### src/issue_pkg.sv
package issue_pkg;

    localparam int rs_entries = 16;
    localparam int tag_w      = 7;
    localparam int data_w     = 32;
    localparam int pc_w       = 32;
    localparam int mul_stages = 3;
    localparam int shamt_w    = 5;

    typedef logic [tag_w-1:0]   tag_t;
    typedef logic [data_w-1:0]  data_t;
    typedef logic [pc_w-1:0]    pc_t;
    typedef logic [shamt_w-1:0] shamt_t;

    typedef enum logic [3:0] {
        op_add  = 4'd0,
        op_sub  = 4'd1,
        op_and  = 4'd2,
        op_or   = 4'd3,
        op_xor  = 4'd4,
        op_slt  = 4'd5,   // signed compare
        op_sll  = 4'd6,
        op_srl  = 4'd7,
        op_mul  = 4'd8,   // low product word
        op_mulh = 4'd9    // signed high word
    } op_t;

    typedef struct packed {
        op_t   op;
        pc_t   pc;
        tag_t  rd;
        tag_t  src1_tag;
        tag_t  src2_tag;
        data_t src1_data;
        data_t src2_data;
        logic  src1_ready;
        logic  src2_ready;
    } dispatch_t;

    typedef struct packed {
        op_t   op;
        pc_t   pc;
        tag_t  rd;
        data_t src1;
        data_t src2;
    } issue_t;

    typedef struct packed {
        logic  valid;
        tag_t  rd;
        pc_t   pc;
        data_t value;
    } unit_result_t;

    typedef struct packed {
        logic  valid;
        tag_t  rd;
        pc_t   pc;
        data_t value;
    } cdb_t;

endpackage
### src/int_mul.sv
`timescale 1ns/10ps

module int_mul (
    input  logic                    clk,
    input  logic                    reset,
    input  logic                    issue_valid,
    input  issue_pkg::issue_t       issue,
    output issue_pkg::unit_result_t mul_result
);
    import issue_pkg::*;

    typedef struct packed {
        logic high;
        tag_t rd;
        pc_t  pc;
    } mul_side_t;

    logic [mul_stages-1:0]          vld;
    mul_side_t                      side [mul_stages];   // rides along with the product
    logic signed [data_w/2-1:0]     s1_a_hi;
    logic signed [data_w-1:0]       s1_b;
    logic signed [data_w+data_w/2:0] s1_pp_lo;          // low half of a times b
    logic signed [2*data_w-1:0]     s2_prod;
    data_t                          s3_value;

    always_ff @(posedge clk or posedge reset) begin
        if (reset) begin
            vld <= '0;
        end else begin
            vld <= {vld[mul_stages-2:0], issue_valid};
        end
    end

    always_ff @(posedge clk) begin
        side[0] <= '{high: issue.op == op_mulh, rd: issue.rd, pc: issue.pc};
        for (int s = 1; s < mul_stages; s++) begin
            side[s] <= side[s-1];
        end
    end

    always_ff @(posedge clk) begin
        // stage 1 low partial product, unsigned low half
        s1_a_hi  <= issue.src1[data_w-1:data_w/2];
        s1_b     <= issue.src2;
        s1_pp_lo <= $signed({1'b0, issue.src1[data_w/2-1:0]}) * $signed(issue.src2);
        // stage 2 signed high half and sum
        s2_prod  <= ((s1_a_hi * s1_b) <<< (data_w / 2)) + s1_pp_lo;
        // stage 3 word select
        s3_value <= side[1].high ? s2_prod[2*data_w-1:data_w] : s2_prod[data_w-1:0];
    end

    assign mul_result = '{
        valid: vld[mul_stages-1],
        rd:    side[mul_stages-1].rd,
        pc:    side[mul_stages-1].pc,
        value: s3_value
    };

endmodule

### config.mk
export PLATFORM = sky130hd
export DESIGN_NAME = int_mul
export DESIGN_NICKNAME = d
export VERILOG_FILES = /design/src/issue_pkg.sv /design/src/int_mul.sv
export SDC_FILE = /design/constraint.sdc
export NUM_CORES = 2
export LEC_CHECK = 0
export ABC_AREA = 1
export ABC_CLOCK_PERIOD_IN_PS = 13850
export BUFFER_PORTS_ARGS = -buffer_cell sky130_fd_sc_hd__buf_2
export CORE_UTILIZATION = 62
export DETAILED_ROUTE_END_ITERATION = 8
export GPL_TIMING_DRIVEN = 0
export PLACE_DENSITY = 0.78
export SLEW_MARGIN = 20
export SYNTH_ARGS = -nofsm -noshare
export SYNTH_HDL_FRONTEND = slang
export SYNTH_SLANG_ARGS = --single-unit
export TNS_END_PERCENT = 30
### constraint.sdc
create_clock -name clk -period 13.85 [get_ports clk]
set_input_delay 2.0775 -clock clk [delete_from_list [all_inputs] [get_ports clk]]
set_output_delay 2.0775 -clock clk [all_outputs]
set_load 0.05 [all_outputs]
==> impl_results.md <==
* Result of the run: finished, final reports clean
* Commonest cells post-synth: sky130_fd_sc_hd__inv_1, sky130_fd_sc_hd__nand2_1, sky130_fd_sc_hd__fa_1
* Area taken by flip-flops and latches at 6320 um2
* ANT nets after route at 0
* Crit. End Element: register
* Violation count after the first detailed-routing iteration at 3560
* Most frequently used cell type in the post-synthesis netlist: sky130_fd_sc_hd__inv_1
* Wirelength per Cell at 21.5 um
* Width of the die at 283 um
* Class of the most critical setup path: register to register
* Slew of the pin with the lowest slew margin at 1.23 ns
* Clock tree root driver cell: sky130_fd_sc_hd__clkbuf_16
* Syn nets at 7552
* Max_cap viols at 0
* Slowest stage delay, CP at 0.76 ns
* Per-instance average area after synthesis at 7.89 um2
* Total area of multi-input combinational cells at 34800 um2
* Slew HR at 18.1%
* Required time at the endpoint of the critical path at 14.30 ns
* Floorplan die height at 283 um
* Number of different library cells in the post-synthesis netlist at 41
* Pin count of the biggest net entering global routing at 21
* Top-level I/O count at 182
* Clk_lat worst skew at 0.61 ns
* Layout cells sized above 1 at 6.05%
* Sequential fraction of the synthesis area at 12.9%
* Most prevalent standard cell on the critical path: sky130_fd_sc_hd__fa_1
* DRC violation count after routing at 0
* Final Net Count at 7771
* Area share of the largest cell type after synthesis at 40.0%
* Post-Synthesis Cells at 6185
* Clock buffer depth at 3
* Number of slew-limit violations in the final report at 0
* Setup clock skew after layout at 0.0629 ns
* Total overflow reported by the global router at 0
* Site Rows at 102
* Cell with the biggest individual delay on the critical path: sky130_fd_sc_hd__fa_1
* Setup-failing EPs final at 0
* Clock tree from TritonCTS: built
* Post-CTS sizing at 0
* Count of flip-flops with a built-in enable after synthesis at 0
* Arrival time worst endpoint at 9.94 ns
* Starting Density at 62.8%
* Final-report hold violation count at 0
* Largest cells by area after synthesis: sky130_fd_sc_hd__fa_1, sky130_fd_sc_hd__inv_1, sky130_fd_sc_hd__dfxtp_1
* Type of origin of the critical path: register
* Via count normalized by instance count at 5.42
* Post-layout min period at 9.49 ns
* Placeable core area at 77700 um2
* Period utilization at 68.5%
* Total wire length after detailed routing at 161 mm
* Area of the mapped netlist at 48800 um2
* Share of flip-flops with an asynchronous set or reset at 0.952%
* GRT Resource Usage Total at 42.3%
* Gp weighted congestion at 1.08
* CTS HTree Levels at 2
* Total negative slack for setup checks at 0 ns
* Number of fill cells in the layout at 6630
* Synthesized flop and latch total at 315
* CTS sink count at 315
* Unrepaired setup endpoints after global routing: false
* Count of yosys warnings during synthesis at 0
* HPWL Detailed at 136 mm
* Number of global-route vias before repair at 42700
* Synthesis-to-finish area growth at 6.96%
* Number of antenna violations at the first check in global routing at 4
* Reg clk slew, reported paths at 0.07 ns
* Total setup buffers inserted after CTS at 0
* Total number of vias at 40500
* Flip-flop cell with the highest count after synthesis: sky130_fd_sc_hd__dfxtp_1
* CP Max Fanout at 10
* Iteration count of the initial detailed-routing pass at 8
* Global-route wire length before repair at 247 mm
* Number of hold-repair buffers added at the cts stage at 0
* Buffers on Ports at 181
* Die ar. at 79900 um2
* Highest attainable clock frequency at 105 MHz
* Yosys top cell by area: sky130_fd_sc_hd__fa_1
* TritonCTS Buffers at 36
* Type of the tightest min-delay check: register to register
state kept, by name, summed over array words and instances (netlist names):
name and flops:
s1_a_hi 16, s2_prod 64, s3_value 32, s1_pp_lo 49
s1_b 32, side 119, vld 3
per-layer routing:
layer,share of wire (%),up-vias,track usage (%)
li1,-,18000,-
met1,37,19800,51.5
met2,45,2200,66.3
met3,10,537,9.95
met4,8.4,2,30.3
met5,0.0050,-,0
cell usage in the layout, fill, tap and decap left out, types with 20 or more instances in the layout:
cell | netlist | layout
sky130_fd_sc_hd__o21ai_0 | 89 | 89
sky130_fd_sc_hd__buf_4 | 40 | 40
sky130_fd_sc_hd__fa_1 | 976 | 976
sky130_fd_sc_hd__buf_2 | 0 | 181
sky130_fd_sc_hd__dfxtp_1 | 312 | 312
sky130_fd_sc_hd__nor2_1 | 323 | 323
sky130_fd_sc_hd__clkbuf_16 | 0 | 36
sky130_fd_sc_hd__nand2_1 | 1525 | 1525
sky130_fd_sc_hd__clkbuf_1 | 214 | 220
sky130_fd_sc_hd__nand4_1 | 34 | 34
sky130_fd_sc_hd__xor2_1 | 77 | 77
sky130_fd_sc_hd__nand3_1 | 122 | 122
sky130_fd_sc_hd__o21bai_1 | 24 | 24
sky130_fd_sc_hd__nor3_1 | 22 | 22
sky130_fd_sc_hd__xnor2_1 | 29 | 29
sky130_fd_sc_hd__mux2_2 | 32 | 32
sky130_fd_sc_hd__ha_1 | 281 | 281
sky130_fd_sc_hd__a21o_1 | 20 | 20
sky130_fd_sc_hd__a21oi_1 | 175 | 175
sky130_fd_sc_hd__inv_1 | 1758 | 1758
per-stage QoR:
stage	cells	area (um2)	hold WS (ns)	util (%)	worst slack, ns
floorplan	6185	48800	0.310	-	6.46
global placement	7406	51000	0.310	65.7	4.85
detailed placement	7406	51000	0.312	65.7	4.88
CTS	7469	52200	0.275	67.2	4.82
global route	7469	52200	0.292	67.2	4.06
finish	7472	52200	0.285	67.2	4.36
path summary, 6_finish.rpt:
kind                                     from             endpoint  slack (ns)  cells past startpoint
min                        side[0][9]$_DFF_P_  side[0][49]$_DFF_P_        0.28                      0
max in group asynchronous               reset     vld[0]$_DFF_PP0_       12.34                      2
max                           s1_b[9]$_DFF_P_  s2_prod[61]$_DFF_P_        4.36                     28
min reg2reg                side[0][9]$_DFF_P_  side[0][49]$_DFF_P_        0.28                      0
min in group asynchronous               reset     vld[1]$_DFF_PP0_        1.34                      2
max reg2reg                   s1_b[9]$_DFF_P_  s2_prod[61]$_DFF_P_        4.36                     28
critical path: cells and delay by family, from the launching register on:
kind                       cells  cell delay, ns
AOI/OAI and AO/OA              6            1.97
xor gates and xnor gates       1            0.56
adders and majority gates      8            4.10
buffers and inverters          7            1.65
DFF                            1            0.31
and+or+nand+nor                6            0.74
kinds of logic (layout without fill, tap and decap cells):
logic type | count (synthesis) | count (layout) | share of synthesized area (%)
other | 0 | 3 | 0
XOR/XNOR | 106 | 106 | 1.90
flip-flops | 315 | 315 | 12.9
multiplexers | 32 | 32 | 0.738
AO/OA/AOI/OAI | 356 | 356 | 4.15
buffers and inverters | 2022 | 2266 | 15.9
AND/OR/NAND/NOR | 2097 | 2097 | 17.2
adder cells (fa/ha/maj) | 1257 | 1257 | 47.2
layout make-up:
class / count / share of cell area, %
Inverter: 1765 / 12.7
Antenna cell: 3 / 0.0144
Clock buffer: 46 / 1.87
Clock inverter: 17 / 0.388
Multi-Input combinational cell: 3848 / 66.6
Timing Repair Buffer: 181 / 1.73
Tap cell: 1040 / 2.49
Sequential cell: 315 / 12.1
Buffer: 257 / 2.13
Power is left out: the tool's default activity adds up to more than one toggle a clock period on the data nets, which glitch-free logic cannot reach.
