$ cat config.mk
export PLATFORM = sky130hd
export DESIGN_NAME = reservation_station
export DESIGN_NICKNAME = d
export VERILOG_FILES = /design/src/issue_pkg.sv /design/src/reservation_station.sv
export SDC_FILE = /design/constraint.sdc
export NUM_CORES = 2
export LEC_CHECK = 0
export ABC_CLOCK_PERIOD_IN_PS = 13400
export BUFFER_PORTS_ARGS = -buffer_cell sky130_fd_sc_hd__buf_2
export CAP_MARGIN = 5
export CORE_MARGIN = 2
export CORE_UTILIZATION = 35
export CTS_CLUSTER_SIZE = 40
export DETAILED_ROUTE_END_ITERATION = 10
export SYNTH_ARGS = -nofsm -noshare
export SYNTH_HDL_FRONTEND = slang
export SYNTH_SLANG_ARGS = --single-unit
$ cat constraint.sdc
create_clock -name clk -period 13.4 [get_ports clk]
set_clock_uncertainty 0.2 [all_clocks]
set_input_delay 0.67 -clock clk [delete_from_list [all_inputs] [get_ports clk]]
set_output_delay 0.67 -clock clk [all_outputs]
set_load 0.01 [all_outputs]
$ cat src/issue_pkg.sv
package issue_pkg;

    localparam int rs_entries = 16;
    localparam int tag_w      = 7;
    localparam int data_w     = 32;
    localparam int pc_w       = 32;
    localparam int mul_stages = 3;
    localparam int shamt_w    = 5;

    typedef logic [tag_w-1:0]   tag_t;
    typedef logic [data_w-1:0]  data_t;
    typedef logic [pc_w-1:0]    pc_t;
    typedef logic [shamt_w-1:0] shamt_t;

    typedef enum logic [3:0] {
        op_add  = 4'd0,
        op_sub  = 4'd1,
        op_and  = 4'd2,
        op_or   = 4'd3,
        op_xor  = 4'd4,
        op_slt  = 4'd5,   // signed compare
        op_sll  = 4'd6,
        op_srl  = 4'd7,
        op_mul  = 4'd8,   // low product word
        op_mulh = 4'd9    // signed high word
    } op_t;

    typedef struct packed {
        op_t   op;
        pc_t   pc;
        tag_t  rd;
        tag_t  src1_tag;
        tag_t  src2_tag;
        data_t src1_data;
        data_t src2_data;
        logic  src1_ready;
        logic  src2_ready;
    } dispatch_t;

    typedef struct packed {
        op_t   op;
        pc_t   pc;
        tag_t  rd;
        data_t src1;
        data_t src2;
    } issue_t;

    typedef struct packed {
        logic  valid;
        tag_t  rd;
        pc_t   pc;
        data_t value;
    } unit_result_t;

    typedef struct packed {
        logic  valid;
        tag_t  rd;
        pc_t   pc;
        data_t value;
    } cdb_t;

endpackage
$ cat src/reservation_station.sv
`timescale 1ns/10ps

module reservation_station (
    input  logic                 clk,
    input  logic                 reset,
    input  logic                 dispatch_valid,
    input  issue_pkg::dispatch_t dispatch,
    input  issue_pkg::cdb_t      cdb,
    output logic                 rs_full,
    output logic                 issue_alu_valid,
    output logic                 issue_mul_valid,
    output issue_pkg::issue_t    issue
);
    import issue_pkg::*;

    typedef struct packed {
        op_t   op;
        pc_t   pc;
        tag_t  rd;
        tag_t  src1_tag;
        tag_t  src2_tag;
        data_t src1_data;
        data_t src2_data;
    } rs_entry_t;

    function automatic logic is_mul_op(input op_t op);
        return (op == op_mul) || (op == op_mulh);
    endfunction

    rs_entry_t             entry [rs_entries];
    logic [rs_entries-1:0] busy;
    logic [rs_entries-1:0] src1_rdy;
    logic [rs_entries-1:0] src2_rdy;
    logic [rs_entries-1:0] older [rs_entries];   // older[i][j] set when j came before i
    logic [mul_stages-1:0] wb_booked;            // mul write-back slots ahead

    logic [rs_entries-1:0] alloc_oh;
    logic [rs_entries-1:0] wake1;
    logic [rs_entries-1:0] wake2;
    logic [rs_entries-1:0] eligible;
    logic [rs_entries-1:0] sel_oh;
    logic                  do_alloc;
    logic                  new_rdy1;
    logic                  new_rdy2;
    logic                  sel_valid;
    logic                  sel_is_mul;
    rs_entry_t             sel_entry;

    assign rs_full  = &busy;
    assign do_alloc = dispatch_valid && !rs_full;   // strobe while full is dropped

    // lowest clear bit of busy
    assign alloc_oh = do_alloc ? (~busy & (busy + 1'b1)) : '0;

    // dispatch sees the broadcast of its own cycle too
    assign new_rdy1 = dispatch.src1_ready || (cdb.valid && cdb.rd == dispatch.src1_tag);
    assign new_rdy2 = dispatch.src2_ready || (cdb.valid && cdb.rd == dispatch.src2_tag);

    always_comb begin
        for (int i = 0; i < rs_entries; i++) begin
            wake1[i] = cdb.valid && busy[i] && !src1_rdy[i] && cdb.rd == entry[i].src1_tag;
            wake2[i] = cdb.valid && busy[i] && !src2_rdy[i] && cdb.rd == entry[i].src2_tag;
        end
    end

    always_comb begin
        for (int i = 0; i < rs_entries; i++) begin
            eligible[i] = busy[i] && src1_rdy[i] && src2_rdy[i] &&
                          (is_mul_op(entry[i].op) || !wb_booked[mul_stages-2]); // mul owns slot
        end
        for (int i = 0; i < rs_entries; i++) begin
            sel_oh[i] = eligible[i] && !(|(eligible & older[i]));   // nothing older ready
        end
    end

    always_comb begin
        sel_entry = '0;
        for (int i = 0; i < rs_entries; i++) begin
            if (sel_oh[i]) begin
                sel_entry = entry[i];
            end
        end
    end

    assign sel_valid  = |sel_oh;
    assign sel_is_mul = is_mul_op(sel_entry.op);

    always_ff @(posedge clk or posedge reset) begin
        if (reset) begin
            busy            <= '0;
            src1_rdy        <= '0;
            src2_rdy        <= '0;
            wb_booked       <= '0;
            issue_alu_valid <= 1'b0;
            issue_mul_valid <= 1'b0;
            for (int i = 0; i < rs_entries; i++) begin
                older[i] <= '0;
            end
        end else begin
            busy     <= (busy & ~sel_oh) | alloc_oh;
            src1_rdy <= ((src1_rdy | wake1) & ~alloc_oh) | (alloc_oh & {rs_entries{new_rdy1}});
            src2_rdy <= ((src2_rdy | wake2) & ~alloc_oh) | (alloc_oh & {rs_entries{new_rdy2}});
            for (int i = 0; i < rs_entries; i++) begin
                if (alloc_oh[i]) begin
                    older[i] <= busy;             // everyone already here is older
                end else begin
                    older[i] <= older[i] & ~alloc_oh;
                end
            end
            wb_booked <= (wb_booked >> 1) |
                         {sel_valid && sel_is_mul, {(mul_stages-1){1'b0}}};
            issue_alu_valid <= sel_valid && !sel_is_mul;
            issue_mul_valid <= sel_valid && sel_is_mul;
        end
    end

    always_ff @(posedge clk) begin
        for (int i = 0; i < rs_entries; i++) begin
            if (alloc_oh[i]) begin
                entry[i].op        <= dispatch.op;
                entry[i].pc        <= dispatch.pc;
                entry[i].rd        <= dispatch.rd;
                entry[i].src1_tag  <= dispatch.src1_tag;
                entry[i].src2_tag  <= dispatch.src2_tag;
                entry[i].src1_data <= dispatch.src1_ready ? dispatch.src1_data : cdb.value;
                entry[i].src2_data <= dispatch.src2_ready ? dispatch.src2_data : cdb.value;
            end else begin
                if (wake1[i]) begin
                    entry[i].src1_data <= cdb.value;
                end
                if (wake2[i]) begin
                    entry[i].src2_data <= cdb.value;
                end
            end
        end
        issue.op   <= sel_entry.op;
        issue.pc   <= sel_entry.pc;
        issue.rd   <= sel_entry.rd;
        issue.src1 <= sel_entry.src1_data;
        issue.src2 <= sel_entry.src2_data;
    end

endmodule

==> results.cfg <==
[power_and_ir_drop]
sequentialPowerShare_pct = 42.9
swShare_pct = 34.76
power.switching_mw = 7.677
irDropWorstVdd_mv = 0.1599
internal-power_mw = 14.41
power.density_nw_per_um2 = 189.6
leakage_nw = 40.59
power.total_mw = 22.09
p_comb_share_pct = 28.1
pwr-share-clk_pct = 29.1

[yosys]
syn_nets = 9323
synth_area_leaders = edfxtp_1 (56%), dfrtp_1 (7.4%), a21oi_1 (7.2%), nor2_1 (5.9%), dfxtp_1 (2.1%)
yosys_most_used_dff = edfxtp_1
ys_async_sr_fraction_pct = 13.06
synth_top_cell_area_share_pct = 56.04
syn_inst = 9125
syn_area_um2 = 103700
yosysWarnings = 0
synth_enable_flop_cells = 1936
yosysUniqueCellTypes = 86
synth.avg_cell_area_um2 = 11.37
synth_common_cells = edfxtp_1 (1936), nor2_1 (1627), a21oi_1 (1487)
yosysSeqAreaShare_pct = 65.51
synth_largest_area_cell = edfxtp_1
synth_seq_cells = 2350
yosys.cell_count.top_type = edfxtp_1

[timing]
setup_tns_ns = 0
rsz0062_at_grt = false
slew_viol_final = 0
finalCriticalPeriod_ns = 6.933
holdWs_ns = 0.05226
slew-limit-headroom_pct = 14.24
hold_violations = 0
fin_ws_ns = 6.467
final.period_utilization_pct = 51.74
setup_viol = 0
clock.fmax_mhz = 144.2
worst_slew_pin_slew_ns = 1.286

[route]
routed_wl_mm = 374.2
dr.pass1.iters = 7
vias = 79155
avgViaCountPerCell = 6.018
drt_iter0_drc = 11609
drc_errors = 0
routedWlPerCell_um = 28.45
drtAntennaViolNets = 0

[clocking]
cts_num_sinks = 2350
htree_levels = 4
cts_buffers = 232
ctsResizeCount = 0
cts_hold_buf = 44
clk_latency_ns = 0.89
postCtsSetupRepairBufs = 0
clk_pin_slew_ns = 0.06
cts.path.max_buffers = 4
root_buffer = clkbuf_16
cts_tree = yes

[placed_design]
gp_congestion = 0.9113
numPortBuffers = 275
preCtsSetupSlack_ns = 6.733
postPlaceCellArea_um2 = 108700
dp_hpwl_mm = 205.1

[critical_path]
required_ns = 13.93
cp_data_arrival_time_ns = 7.47
startpoint_type = flop
end_kind = flop
path_class = flop to flop
cp_max_fo = 76

[layout]
fin_nets = 9233
multiInputGateArea_um2 = 32090
fillerInstances = 27985
final-seq-area_um2 = 67960
drive_gt1_share_pct = 10.90
syn_to_final_growth_pct = 12.28
fin_area_um2 = 116500

[floorplan]
die_h_um = 548.4
top_level_ports = 308
die_w_um = 548.4
dieArea_um2 = 300800
core_region_area_um2 = 294300
rows = 199
start_util_pct = 35.25

[min_path]
worst_hold_path_type = input port to flop

[grt]
grt_usage_pct = 24.04
overflow = 0
grt_pass1_wl_mm = 530.1
grt_pass1_vias = 75064
grt_antenna_before_repair = 36
grt_max_degree = 184

[flow_run]
drv_cap = 0

[run_status]
status = complete, no violations
==> final timing paths <==
check,start,to,slack (ns),cells after the start
max,wb_booked[1],issue[39],6.47,11
max reg2reg,wb_booked[1],issue[39],6.47,11
min in group asynchronous,reset,older[148],0.33,3
max in group asynchronous,reset,src2_rdy[2],10.99,4
min reg2reg,issue_mul_valid,wb_booked[1],0.21,0
min,dispatch[75],entry[1][436],0.05,1
==> critical path: stages, from the launching register on <==
cell	delay, ns
dfrtp_4	0.81
buf_4	0.77
a21oi_1	0.51
a2111oi_0	0.55
nand4_1	0.49
nor2_4	0.76
buf_4	0.71
buf_4	0.92
mux2i_1	0.26
o21ai_0	0.09
a21oi_1	0.40
o21ai_1	0.13
==> state kept, by name (all words and copies together) (netlist names), named ones only <==
register         cells
entry             1936
older              240
issue              107
busy                16
src1_rdy            16
src2_rdy            16
issue_alu_valid      1
issue_mul_valid      1
wb_booked            1
==> cell families (layout without fill, tap and decap cells) <==
group                     after synthesis  count (layout)  share of synthesized area (%)
muxes                                 167             167                          1.612
DFF                                  2350            2350                          65.51
buffers and inverters                 957            1058                          3.806
and+or+nand+nor                      2700            2700                          11.20
other                                   0               9                              0
AOI/OAI and AO/OA                    2713            2713                          15.87
xor gates and xnor gates              238             238                          2.009
==> power groups by stage <==
| stage | sequential, mW | combinational [mW] | clock [mW] |
|---|---|---|---|
| after floorplan | 9.34 | 3.80 | 0 |
| after global placement | 9.57 | 5.99 | 0 |
| after detailed placement | 9.59 | 6.03 | 0 |
| after CTS | 9.45 | 6.08 | 6.46 |
| after global routing | 9.53 | 6.59 | 6.76 |
| final | 9.47 | 6.20 | 6.42 |
==> routing by layer <==
layer	GRT usage (%)	up-vias	wire [um]
met5	0.06331	-	284
met3	5.661	1077	46420
li1	-	33707	-
met4	10.36	46	18160
met1	32.14	38939	142600
met2	37.29	5386	166700
==> per-stage QoR <==
step / std cells / util (%)
CTS: 13140 / 39.56
global placement: 12671 / 36.93
global route: 13148 / 39.57
finish: 13154 / 39.58
floorplan: 9125 / -
detailed placement: 12671 / 36.93
==> layout make-up <==
type                    instances  share of cell area [%]
multi-input cells            5818                   27.55
inverters                      29                  0.1310
diodes                          9                 0.01934
clock buffers                 329                   5.585
well taps                    3919                   4.210
flip-flops and latches       2350                   58.35
repair buffers                604                   3.470
clock inverters                96                  0.6885
==> cells in the final DEF, fill, tap and decap left out, types with 25 or more instances in the layout <==
| cell type | instances |
|---|---|
| o221ai_1 | 104 |
| o31ai_1 | 102 |
| o21ai_0 | 133 |
| a31oi_1 | 103 |
| clkbuf_1 | 68 |
| a22oi_1 | 111 |
| o22ai_1 | 106 |
| a21oi_1 | 1487 |
| nor2_1 | 1622 |
| mux2i_1 | 159 |
| buf_2 | 275 |
| dfxtp_1 | 107 |
| buf_4 | 277 |
| nand2_2 | 29 |
| a221oi_1 | 211 |
| nand4_1 | 212 |
| o21ai_1 | 106 |
| clkbuf_16 | 236 |
| nand3_1 | 163 |
| o211ai_1 | 109 |
| xor2_1 | 172 |
| clkinv_1 | 39 |
| xnor2_1 | 66 |
| nor3_1 | 25 |
| nand2_1 | 454 |
| clkinv_2 | 36 |
| dfrtp_1 | 306 |
| edfxtp_1 | 1936 |
| a2111oi_0 | 30 |
| dlygate4sd3_1 | 44 |
| clkbuf_8 | 25 |
| nor3b_1 | 47 |
Note: power is estimated with default switching activity, not from simulation.
