## config.mk

```make
export PLATFORM = sky130hd
export DESIGN_NAME = result_bus
export DESIGN_NICKNAME = d
export VERILOG_FILES = /design/src/issue_pkg.sv /design/src/result_bus.sv
export SDC_FILE = /design/constraint.sdc
export NUM_CORES = 1
export LEC_CHECK = 0
export ABC_CLOCK_PERIOD_IN_PS = 800
export BUFFER_PORTS_ARGS = -buffer_cell sky130_fd_sc_hd__buf_2
export CAP_MARGIN = 20
export CORE_ASPECT_RATIO = 0.8
export CORE_MARGIN = 1
export CORE_UTILIZATION = 43
export DETAILED_ROUTE_END_ITERATION = 8
export GPL_TIMING_DRIVEN = 1
export PLACE_DENSITY = 0.89
export SETUP_SLACK_MARGIN = 0.1
export SLEW_MARGIN = 0
export SYNTH_ARGS = -nofsm -noshare
export SYNTH_HDL_FRONTEND = slang
export SYNTH_SLANG_ARGS = --single-unit
```

## constraint.sdc

```tcl
create_clock -name clk -period 0.8 [get_ports clk]
set_input_delay 0.2 -clock clk [delete_from_list [all_inputs] [get_ports clk]]
set_output_delay 0.2 -clock clk [all_outputs]
set_load 0.03 [all_outputs]
```

## src/issue_pkg.sv

```systemverilog
package issue_pkg;

    localparam int rs_entries = 16;
    localparam int tag_w      = 7;
    localparam int data_w     = 32;
    localparam int pc_w       = 32;
    localparam int mul_stages = 3;
    localparam int shamt_w    = 5;

    typedef logic [tag_w-1:0]   tag_t;
    typedef logic [data_w-1:0]  data_t;
    typedef logic [pc_w-1:0]    pc_t;
    typedef logic [shamt_w-1:0] shamt_t;

    typedef enum logic [3:0] {
        op_add  = 4'd0,
        op_sub  = 4'd1,
        op_and  = 4'd2,
        op_or   = 4'd3,
        op_xor  = 4'd4,
        op_slt  = 4'd5,   // signed compare
        op_sll  = 4'd6,
        op_srl  = 4'd7,
        op_mul  = 4'd8,   // low product word
        op_mulh = 4'd9    // signed high word
    } op_t;

    typedef struct packed {
        op_t   op;
        pc_t   pc;
        tag_t  rd;
        tag_t  src1_tag;
        tag_t  src2_tag;
        data_t src1_data;
        data_t src2_data;
        logic  src1_ready;
        logic  src2_ready;
    } dispatch_t;

    typedef struct packed {
        op_t   op;
        pc_t   pc;
        tag_t  rd;
        data_t src1;
        data_t src2;
    } issue_t;

    typedef struct packed {
        logic  valid;
        tag_t  rd;
        pc_t   pc;
        data_t value;
    } unit_result_t;

    typedef struct packed {
        logic  valid;
        tag_t  rd;
        pc_t   pc;
        data_t value;
    } cdb_t;

endpackage
```

## src/result_bus.sv

```systemverilog
`timescale 1ns/10ps

module result_bus (
    input  logic                    clk,
    input  logic                    reset,
    input  issue_pkg::unit_result_t alu_result,
    input  issue_pkg::unit_result_t mul_result,
    output issue_pkg::cdb_t         cdb
);
    import issue_pkg::*;

    unit_result_t pick;
    logic         cdb_valid;
    tag_t         cdb_rd;
    pc_t          cdb_pc;
    data_t        cdb_value;

    // multiplier wins, booking keeps both from landing together
    assign pick = mul_result.valid ? mul_result : alu_result;

    always_ff @(posedge clk or posedge reset) begin
        if (reset) begin
            cdb_valid <= 1'b0;
        end else begin
            cdb_valid <= alu_result.valid || mul_result.valid;
        end
    end

    always_ff @(posedge clk) begin
        if (pick.valid) begin
            cdb_rd    <= pick.rd;
            cdb_pc    <= pick.pc;
            cdb_value <= pick.value;
        end
    end

    assign cdb = '{
        valid: cdb_valid,
        rd:    cdb_rd,
        pc:    cdb_pc,
        value: cdb_value
    };

endmodule

```

==> run summary, run 1 <==
The run finished, with violations left. The checks that failed: negative setup slack. The slowest stage of the critical path is the edfxtp_1 cell. Clock-pin slew was measured on the worst setup and hold paths at 0.07 ns. The number of buffers added on ports came out at 217. Grouping stages by cell kind, the critical path spends the most delay in flip-flops.

The transition time of the tightest slew-check pin was 0.1983 ns. Relative to the synthesized area, the layout overhead comes to 59.11%. The post-synthesis async set-or-reset flop share is 0.01389. Setup repair after global routing could not meet its margin everywhere.

The worst hold path begins at alu_result[66]. The area of the core is 7497 sq um. The part of the cycle the worst path needs is 1.382, and the logic depth of the worst path, buffers included is 1.

The worst setup path is captured at an output port. The overall overflow remaining after global route was 0. The effective utilization at floorplan came out at 0.4514. The end of the worst hold path was cdb_rd[2]$_DFFE_PP_. Detailed placement ended at an HPWL of 5.892 mm. The data arrival time of the critical path is 0.91 ns, and the maximum clock insertion buffer count is 2. Along the worst hold path, the cell count comes to 2. Maximum achievable frequency: 904.3 MHz. Entering global routing, the biggest net connects 37 pins.

After synthesis the cells add up to 3384 sq um. The count of cell types in the netlist was 9. The total via count after detailed routing is 2280. Number of buffer and inverter instances along the worst setup path: 1. The tools report the total length of routed wires as 8.500 mm. The first global-routing pass estimated 12.18 mm of wire. Yosys instantiated no cell more often than edfxtp_1. For this design the top-level I/O count stands at 218. The share of cells above drive strength 1 is 0.8071.

The worst voltage drop across the vdd grid is 0.001011 V, and the required time reported for the critical path endpoint is 0.60 ns. Counting every net in the synthesized netlist gives 300. The DRC marker count from the first detailed-route iteration is 36. Synthesis handed over a netlist of 154 instances.

The kind of critical path is flop to output port. The worst path in the final design needs a cycle of 1.106 ns, including I/O delays and setup. For this design the static power due to leakage is 0.002561 uW. Sorting the synthesized cells by how often they occur yields edfxtp_1 (71), mux2_4 (69), buf_12 (7), mux2_2 (2). The path class of the tightest hold or removal check is input port to flop. Fraction of the yosys area taken by sequential cells: 0.6373. The chip width was 101.2 microns. The via-per-instance ratio works out to 4.569. Category of the worst setup path launch point: a flop. Total power for the finished layout comes to 10780 uW. The logs give 0 for the final number of max-transition violations and 28 for the site row count. The clock tree synthesis step divided the H-tree into 3 levels. Ranked by total cell area, the synthesized netlist is headed by edfxtp_1 (63%), mux2_4 (31%), buf_12 (4.1%). The detailed-route DRC error count is 0.

For the number of antenna violations at the first check in global routing, the log shows 0. The run gives 0.7442 as the last weighted congestion value of the routability-driven placer. Once detail routing completed, the nets flagged for antenna violations numbered 0. The tree is rooted in a clkbuf_8.

Remaining max-slew budget at the tightest pin: 0.8678. The tools report the final hold violation count as 0. The net count of the finished layout is 535. The power density of the placed cells was 2002 nW/um^2. CTS saw 72 sinks.

In the final routed layout, each cell accounts on average for 17.03 microns. The post-route worst setup slack was -0.3058 ns. Clock tree synthesis inserted a total of 9 buffers. The largest area contributor in the synthesized netlist is edfxtp_1.

The placement-stage worst setup slack came out at -0.4245 ns. The tools report the final setup violation count as 72. Among all flip-flop cells after synthesis, the most frequent one is edfxtp_1. Max-cap violations in this run came to 0.

The largest single stage delay on the critical path is 0.41 ns. Mean instance size in the synthesized netlist: 21.98 sq um. The total global routing track utilization was 0.2057; the die height was 81.35 microns. The number of antenna diodes in the final layout is 0. Die outline area: 8232 sq um.

Count of state elements after synthesis: 72. The run gives 0 as the total of warnings raised by yosys. Fraction of synthesized cell area taken by the top area cell type: 0.6299. Walking the worst path, the cells encountered are buf_6. Counting flops with a built-in enable in the synthesized netlist gives 71. The tools report the number of global-route vias before repair as 2432.

TritonCTS built the clock tree. The first detailed-routing pass took 4 iterations. The highest net fanout along the worst path is 1.
## metal layers
| layer | wire [microns] | up-vias | global-route usage |
|---|---|---|---|
| li1 | - | 1072 | - |
| met1 | 2971 | 1072 | 0.2060 |
| met2 | 4774 | 132 | 0.4061 |
| met3 | 696 | 4 | 0.07659 |
| met4 | 58 | 0 | 0.04203 |
| met5 | 0 | - | 0 |
## area by class of cell
class / count / area (sq um)
flip-flops and latches: 72 / 2157
fillers: 515 / 2112
repair buffers: 233 / 1810
multi-input cells: 72 / 1071
well taps: 105 / 131.4
clock buffers: 10 / 127.6
clock inverters: 6 / 83.83
inverters: 1 / 3.754
## cells in the final DEF (no fill, tap or decap)
master / Yosys / layout
buf_2: 0 / 144
mux2_4: 69 / 70
clkbuf_1: 0 / 1
clkinv_2: 0 / 1
clkbuf_8: 0 / 9
bufinv_16: 0 / 2
buf_12: 7 / 4
inv_1: 1 / 1
mux2_2: 2 / 1
clkinvlp_4: 0 / 2
clkinv_1: 0 / 1
dlygate4sd3_1: 0 / 1
or2_4: 0 / 1
buf_4: 1 / 3
buf_16: 0 / 4
edfxtp_1: 71 / 71
buf_6: 1 / 77
dfrtp_1: 1 / 1
## power by group
part,switching (uW),internal [uW]
combinational,1400,1520
clock,1290,1740
sequential,205,4630
## logic make-up (layout without fill, tap and decap cells)
| logic type | Yosys count | after routing | synth area share |
|---|---|---|---|
| buffers and inverters | 10 | 250 | 0.04806 |
| AND/OR/NAND/NOR | 1 | 1 | 0.001850 |
| multiplexers | 71 | 71 | 0.3128 |
| flip-flops | 72 | 72 | 0.6373 |
## worst max-delay path by stage
stage	startpoint	to	slack, ns
after floorplan	mul_result[71]	cdb_pc[0]$_DFFE_PP_	-0.65
after global placement	mul_result[71]	cdb_value[16]$_DFFE_PP_	-0.41
after detailed placement	mul_result[71]	cdb_value[24]$_DFFE_PP_	-0.42
after CTS	cdb_pc[24]$_DFFE_PP_	cdb[56]	-0.34
after global routing	cdb_value[12]$_DFFE_PP_	cdb[12]	-0.35
final	cdb_value[12]$_DFFE_PP_	cdb[12]	-0.31
## what timing repair did
action                                 4_1_cts  5_1_grt
pin swaps                                    0        0
endpoints found under the hold margin        1        0
hold buffers                                 1        0
cloned                                       4        0
setup endpoints to repair                  214       77
setup buffers                                1        0
gates resized for setup                    158        0
## flip-flops by register name (all words and copies together), names as in the netlist
name and flops:
cdb_pc 32, cdb_rd 7, cdb_valid 1, cdb_value 32
## per-stage QoR
| step | hold WS, ns | util | TNS, ns | cell area, sq um | cells |
|---|---|---|---|---|---|
| 2_1_floorplan | -0.07129 | - | -62.11 | 3396 | 154 |
| 3_3_place_gp | 0.03160 | 0.6110 | -50.27 | 4581 | 478 |
| 3_5_place_dp | 0.04040 | 0.6110 | -51.89 | 4581 | 478 |
| 4_1_cts | 0.1415 | 0.7220 | -21.52 | 5413 | 500 |
| 5_1_grt | 0.1378 | 0.7183 | -22.98 | 5385 | 499 |
| 6_report | 0.1616 | 0.7183 | -19.89 | 5385 | 499 |
Note: power is estimated with default switching activity, not from simulation.
==> inputs of run 2 (changes only) <==
- ABC_AREA: unset -> 1
- CORE_UTILIZATION: 43 -> 41
- PLACE_DENSITY: 0.89 -> 0.88
==> run 2 against run 1 <==
  * Fmax shrank 2.3%
  * Flip-flop and latch count is the same
  * Clock power shrank 9.6%
  * Via count grew 29%
  * The flow still finishes with violations (negative setup slack)
  * Die area shrank 3.6%
  * Setup slack lost 0.027 ns
  * Sequential share of layout area grew 1.3 points
  * Largest cell class unchanged
==> run summary, run 2 <==
The worst voltage drop across the vdd grid came out at 0.001264 V. The fraction of synthesized cell area taken by the top area cell type works out to 0.6863. The run gives 0 as the number of antenna violations at the first check in global routing. The total of warnings raised by yosys came out at 0. The highest net fanout along the worst path is 1, and the worst hold path cell count is 3. The largest registers in the layout are cdb_pc (32), cdb_value (32), cdb_rd (7).

The kind of critical path was flop to output port. Excluding fillers, the count of instances in the completed layout stands at 627. The checks that failed: negative setup slack. The site row count came out at 27. The category of the worst setup path launch point was a flop. Compared with the post-synthesis result, the final layout area differs by 67.90%. Counting along the longest clock path gives a buffer depth of 2. Dividing the detail-routed wire length by the instance count gives 14.98 microns. In this design, the largest share of critical-path delay is due to flip-flops. The total length of routed wires came out at 9.394 mm. Yosys mapped a number of flops with a built-in enable equal to 71. The mean instance size in the synthesized netlist came out at 10.22 sq um. The tools report the fraction of the yosys area taken by sequential cells as 0.6943. The number of clock buffers added by TritonCTS is 9. The number of antenna diodes in the final layout is 0.

The signal on the critical path passes through buf_6. Total global routing track utilization: 0.2217. Summing every instance area after synthesis gives 3107 sq um. Data arrives at the worst endpoint at 0.93 ns. Startpoint of the most critical hold path: alu_result[16]. STA classifies the critical path endpoint as an output port. The post-synth net total is 450.

The top cell types in the final layout, fill and taps aside, are nand2_1 (213), buf_2 (143), buf_6 (75). The run gives 72 as the largest net degree at the start of global routing. Among all flip-flop cells after synthesis, the most frequent one is edfxtp_1. The total via count after detailed routing is 2944. The tools report the remaining max-slew budget at the tightest pin as 0.8391. The remaining number of nets flagged by the antenna check after routing was 0; the H-tree depth was 3.

The commonest cells after synthesis are nand2_1 (213), edfxtp_1 (71), buf_6 (7), buf_2 (6), buf_4 (3). TritonCTS built the clock tree. The effective utilization at floorplan was 0.4379. For the cell count after synthesis, the log shows 304. In the routed layout, each cell is associated on average with a via count of 4.695.

Count of state elements after synthesis: 72. The floorplan step defined a core boundary enclosing 7094 sq um. The run finished, with violations left.

The worst hold path terminates at cdb_value[16]$_DFFE_PP_. Leading cell type in the layout, fill and taps excluded: nand2_1. For the final setup violation count, the log shows 90.

The DRC marker count from the first detailed-route iteration was 87. The tools report the post-route worst setup slack as -0.3323 ns. The total power after layout came out at 10370 uW. The logs give 597 for the count of placed standard cells including taps and 2963 for the number of global-route vias before repair. During placement, the flow inserted port buffers numbering 217. Clock slew at the register clock pins of the worst setup and hold paths: 0.08 ns. OpenSTA, run right after detailed placement, puts the worst setup slack at -0.3106 ns. edfxtp_1 takes more of the synthesized area than any other cell. Sorting the synthesized cells by area gives the leading types as edfxtp_1 (69%), nand2_1 (26%), buf_6 (2.5%). Part of the cycle the worst path needs: 1.415. The tool flagged a number of max-cap violations equal to 0.

The root buffer cell chosen for the clock tree is clkbuf_8. The biggest cell delay along the critical path is 0.43 ns, and the standby leakage power is 0.002680 uW. The first-pass iteration count of the detailed router is 4. The net total in the final layout came out at 681. Setup repair after global routing could not meet its margin everywhere. The chip width came out at 99.32 microns. For this design, the slowest cell found on the critical path is edfxtp_1.

The die covers 7932 sq um. The share of the core filled with cells in the final layout is 0.7353. The logs give 13.23 mm for the first-pass GRT wire length and 72 for the number of clock sinks seen by CTS. Maximum achievable frequency: 883.2 MHz. The tools report the count of boundary I/O pins as 218.

The detailed-route DRC error count is 0. The type of the worst min-delay path was input port to flop. Post-synthesis async set-or-reset flop share: 0.01389. The final number of max-transition violations came out at 0. Power density of the placed cells: 1989 nW/um^2. The tools report the final hold violation count as 0. Routability-driven placement finished with a final weighted congestion of 0.8036. The share of cells above drive strength 1 came out at 0.4648. Yosys instantiated no cell more often than nand2_1. The floorplan step set the die height to 79.86 microns. The number of buffer and inverter instances along the worst setup path came out at 1. The required time reported for the critical path endpoint is 0.60 ns, and the transition time of the tightest slew-check pin is 0.2414 ns.

The run gives 5.909 mm as the detailed placement HPWL. The count of cell types in the netlist was 9. Overall overflow remaining after global route: 0. The routed design could run at a clock period as short as 1.132 ns.
[run 2: where the power goes]
group | switching [uW] | internal (uW) | leakage (uW) | total (uW)
clock network | 1310 | 1430 | 0.0000937 | 2740
registers | 208 | 4630 | 0.000741 | 4840
logic | 1510 | 1290 | 0.00184 | 2790
total | 3030 | 7350 | 0.00268 | 10400
[run 2: worst max path at each step]
stage	from	endpoint	slack [ns]	cells after the start
after floorplan	mul_result[71]	cdb_pc[0]$_DFFE_PP_	-0.47	2
after global placement	mul_result[71]	cdb_pc[5]$_DFFE_PP_	-0.28	3
after detailed placement	mul_result[71]	cdb_value[11]$_DFFE_PP_	-0.31	4
after CTS	cdb_value[9]$_DFFE_PP_	cdb[9]	-0.34	1
after global routing	cdb_pc[18]$_DFFE_PP_	cdb[50]	-0.36	1
final	cdb_pc[18]$_DFFE_PP_	cdb[50]	-0.33	1
[run 2: metrics by stage]
step	setup TNS, ns	instance area, sq um	hold WS [ns]
after CTS	-21.37	5076	0.1035
after floorplan	-34.75	3122	-0.07129
final	-20.27	5216	0.1213
after global routing	-23.01	5216	0.1086
after detailed placement	-37.91	4248	0.04405
after global placement	-35.45	4248	0.03219
[run 2: logic make-up (layout without fill, tap and decap cells)]
family / Yosys count / in the layout / share of synthesized area
buf+inv: 18 / 254 / 0.04632
flops: 72 / 72 / 0.6943
simple gates: 214 / 214 / 0.2594
[run 2: per-layer routing]
layer / global-route usage / routed length [microns] / up-vias
li1: - / - / 1435
met1: 0.2222 / 3388 / 1330
met2: 0.4278 / 5011 / 162
met3: 0.07618 / 830 / 17
met4: 0.07500 / 163 / 0
met5: 0 / 0 / -
[run 2: layout make-up]
cell class,count,area [sq um]
sequential,72,2157
fill,488,1878
tap,87,108.9
timing repair buffer,236,1931
clock buffer,10,127.6
multi-input combinational,214,808.3
inverter,2,23.77
clock inverter,6,60.06
[run 2: repair_timing]
item                       in CTS  in global routing
gates cloned                    3                  6
hold buffers                    1                  0
buffers inserted                4                  1
setup endpoints to repair     158                164
resized for setup             156                  7
pin swaps                       1                  1
hold endpoints to repair        1                  0
==> inputs of run 3 (changes only) <==
- PLACE_DENSITY: 0.88 -> unset
- PLACE_DENSITY_LB_ADDON: unset -> 0.1
- SETUP_SLACK_MARGIN: 0.1 -> 0.02
- SKIP_CTS_REPAIR_TIMING: unset -> 1
==> run 3 against run 2 <==
  * The flow still finishes with violations (negative setup slack)
  * Total power down 6.5%
  * Cell count down 2.1%
  * First-iteration DRC count up 14%
  * Die area unchanged
  * Flip-flop and latch count unchanged
  * Global-route usage down 1.6 points
  * Design area down 7.1%
  * Fmax up 2.4%
==> run summary, run 3 (same netlist as run 2, synthesis figures left out) <==
The first detailed-routing pass ran for 4 iterations. The clock root buffer was clkbuf_8. The transition time of the tightest slew-check pin was 0.3775 ns; the power density of the placed cells was 2002 nW/um^2.

In the routed layout, each cell is associated on average with a via count of 4.712. The share of cells above drive strength 1 came out at 0.4459. The critical path goes through buf_6. Number of clock sinks seen by CTS: 72. Setup repair after global routing could not meet its margin everywhere.

The critical path is of the flop to output port type. The gate family responsible for the most delay along the worst path was flip-flops. The post-detailed-route wirelength per cell came out at 14.00 microns. The detailed router finished its first iteration with 99 violations. The initialized floorplan defines 27 standard-cell rows. The number of buffers added on ports is 217, and the count of fill cells added during filler insertion is 568. The area taken by flip-flops and latches is 2157 sq um.

The run gives 0.91 ns as the data arrival time of the critical path. The run gives -19.83 ns as the setup TNS after final layout. Leaving out fill and tap cells, the most frequent cell in the layout is nand2_1. STA classifies the critical path endpoint as an output port. Highest net fanout along the worst path: 1. The largest single stage delay on the critical path is 0.41 ns. For the number of global-route vias before repair, the log shows 2647. After routing the design area is 4846 sq um. For the worst setup path, the data required time is 0.60 ns.

The final number of max-transition violations came out at 0. The run gives 0 as the number of antenna violations at the first check in global routing. The CTS buffer count was 9. For the first-pass GRT wire length, the log shows 12.07 mm. On the critical path, the stage with the largest delay is an instance of edfxtp_1. The number of buffer and inverter instances along the worst setup path is 1. The logs give 6.147 mm for the detailed placement HPWL and -0.3056 ns for the post-route worst setup slack.

Summed over all layers, the global routing overflow is 0. The run gives 0 as the final hold violation count. During I/O placement, the number of pins put on the boundary was 218. The floorplan step defined a core boundary enclosing 7094 sq um. Detailed-route DRC error count: 0.

The tools report the standby leakage power as 0.002505 uW. The logs give 72 for the largest net degree at the start of global routing and 904.5 MHz for the maximum achievable frequency. Total global routing track utilization: 0.2055. After layout, the design draws a total of 9702 uW. The placed cell area is 4263 sq um, and the footprint of the multi-input gates is 808.3 sq um. The tools report the category of the worst setup path launch point as a flop. The chip width was 99.32 microns; the total length of routed wires was 8.599 mm. TritonCTS built the clock tree.

Across the VDD grid, the largest voltage drop is 0.0009976 V. The run gives 0.7483 as the remaining max-slew budget at the tightest pin. After clock tree synthesis, the clock-pin slew on the worst setup and hold paths is 0.07 ns.

The library cells used most frequently in the layout, excluding fill and tap cells, are nand2_1 (213), buf_2 (145), edfxtp_1 (71). The remaining number of nets flagged by the antenna check after routing is 0. For the total via count after detailed routing, the log shows 2893. The die height came out at 79.86 microns. For the finished layout, the period the worst path requires is 1.106 ns.

Before CTS, the worst setup slack after placement is -0.3133 ns. The maximum clock insertion buffer count was 2; the signed area change from the synthesized netlist to the final layout was 55.98%. Routability-driven placement finished with a final weighted congestion of 0.7302.

The type of the worst min-delay path is input port to flop. The number of antenna diodes in the final layout is 0. The part of the cycle the worst path needs works out to 1.382. The die outline area is 7932 sq um, and the effective utilization at floorplan is 0.4379.

The run finished, with violations left. For the max-cap check violation count, the log shows 0. The tools report the H-tree depth as 3. In the final layout, the registers with the most flip-flops are cdb_pc (32), cdb_value (32), cdb_rd (7).

The final reports fail on negative setup slack. Setup violations remaining at the end of the flow were counted as 72. The net count of the finished layout is 670.
run 3: cell count changes in the layout (fill, tap and decap cells not counted), sizes merged:
cell,change
clkinv,-1
buf,-6
clkinvlp,-1
clkbuf,-4
bufinv,-1
run 3: path summary, 6_finish.rpt:
| path | from | depth (start not counted) | end |
|---|---|---|---|
| max | cdb_value[30]$_DFFE_PP_ | 1 | cdb[30] |
| min | alu_result[1] | 3 | cdb_value[1]$_DFFE_PP_ |
| min in group asynchronous | reset | 3 | cdb_valid$_DFF_PP0_ |
| max in group asynchronous | reset | 3 | cdb_valid$_DFF_PP0_ |
run 3: layout make-up:
class                   instances  area share
flip-flops and latches         72      0.4451
clock buffers                  11     0.02711
inverters                       2    0.003098
well taps                      87     0.02246
clock inverters                 3    0.002324
repair buffers                225      0.3331
multi-input cells             214      0.1668
run 3: metrics by stage:
stage | std cells | hold slack [ns] | util
floorplan | 304 | -0.07129 | -
global placement | 599 | 0.03548 | 0.6009
CTS | 613 | -0.3395 | 0.6210
global route | 614 | 0.1034 | 0.6831
detailed placement | 599 | 0.03458 | 0.6009
finish | 614 | 0.1209 | 0.6831
run 3: report_power, final:
part,total (uW),switching [uW],internal (uW)
clock,2290,1220,1060
sequential,4820,191,4630
combinational,2590,1460,1130
total,9700,2880,6820
run 3: layer usage:
metal / vias to the layer above / GRT usage / part of all wire / wire [microns]
li1: 1409 / - / - / -
met1: 1316 / 0.2192 / 0.38 / 3266
met2: 148 / 0.3653 / 0.51 / 4428
met3: 20 / 0.06743 / 0.080 / 690
met4: 0 / 0.1074 / 0.025 / 213
met5: - / 0 / 0 / 0
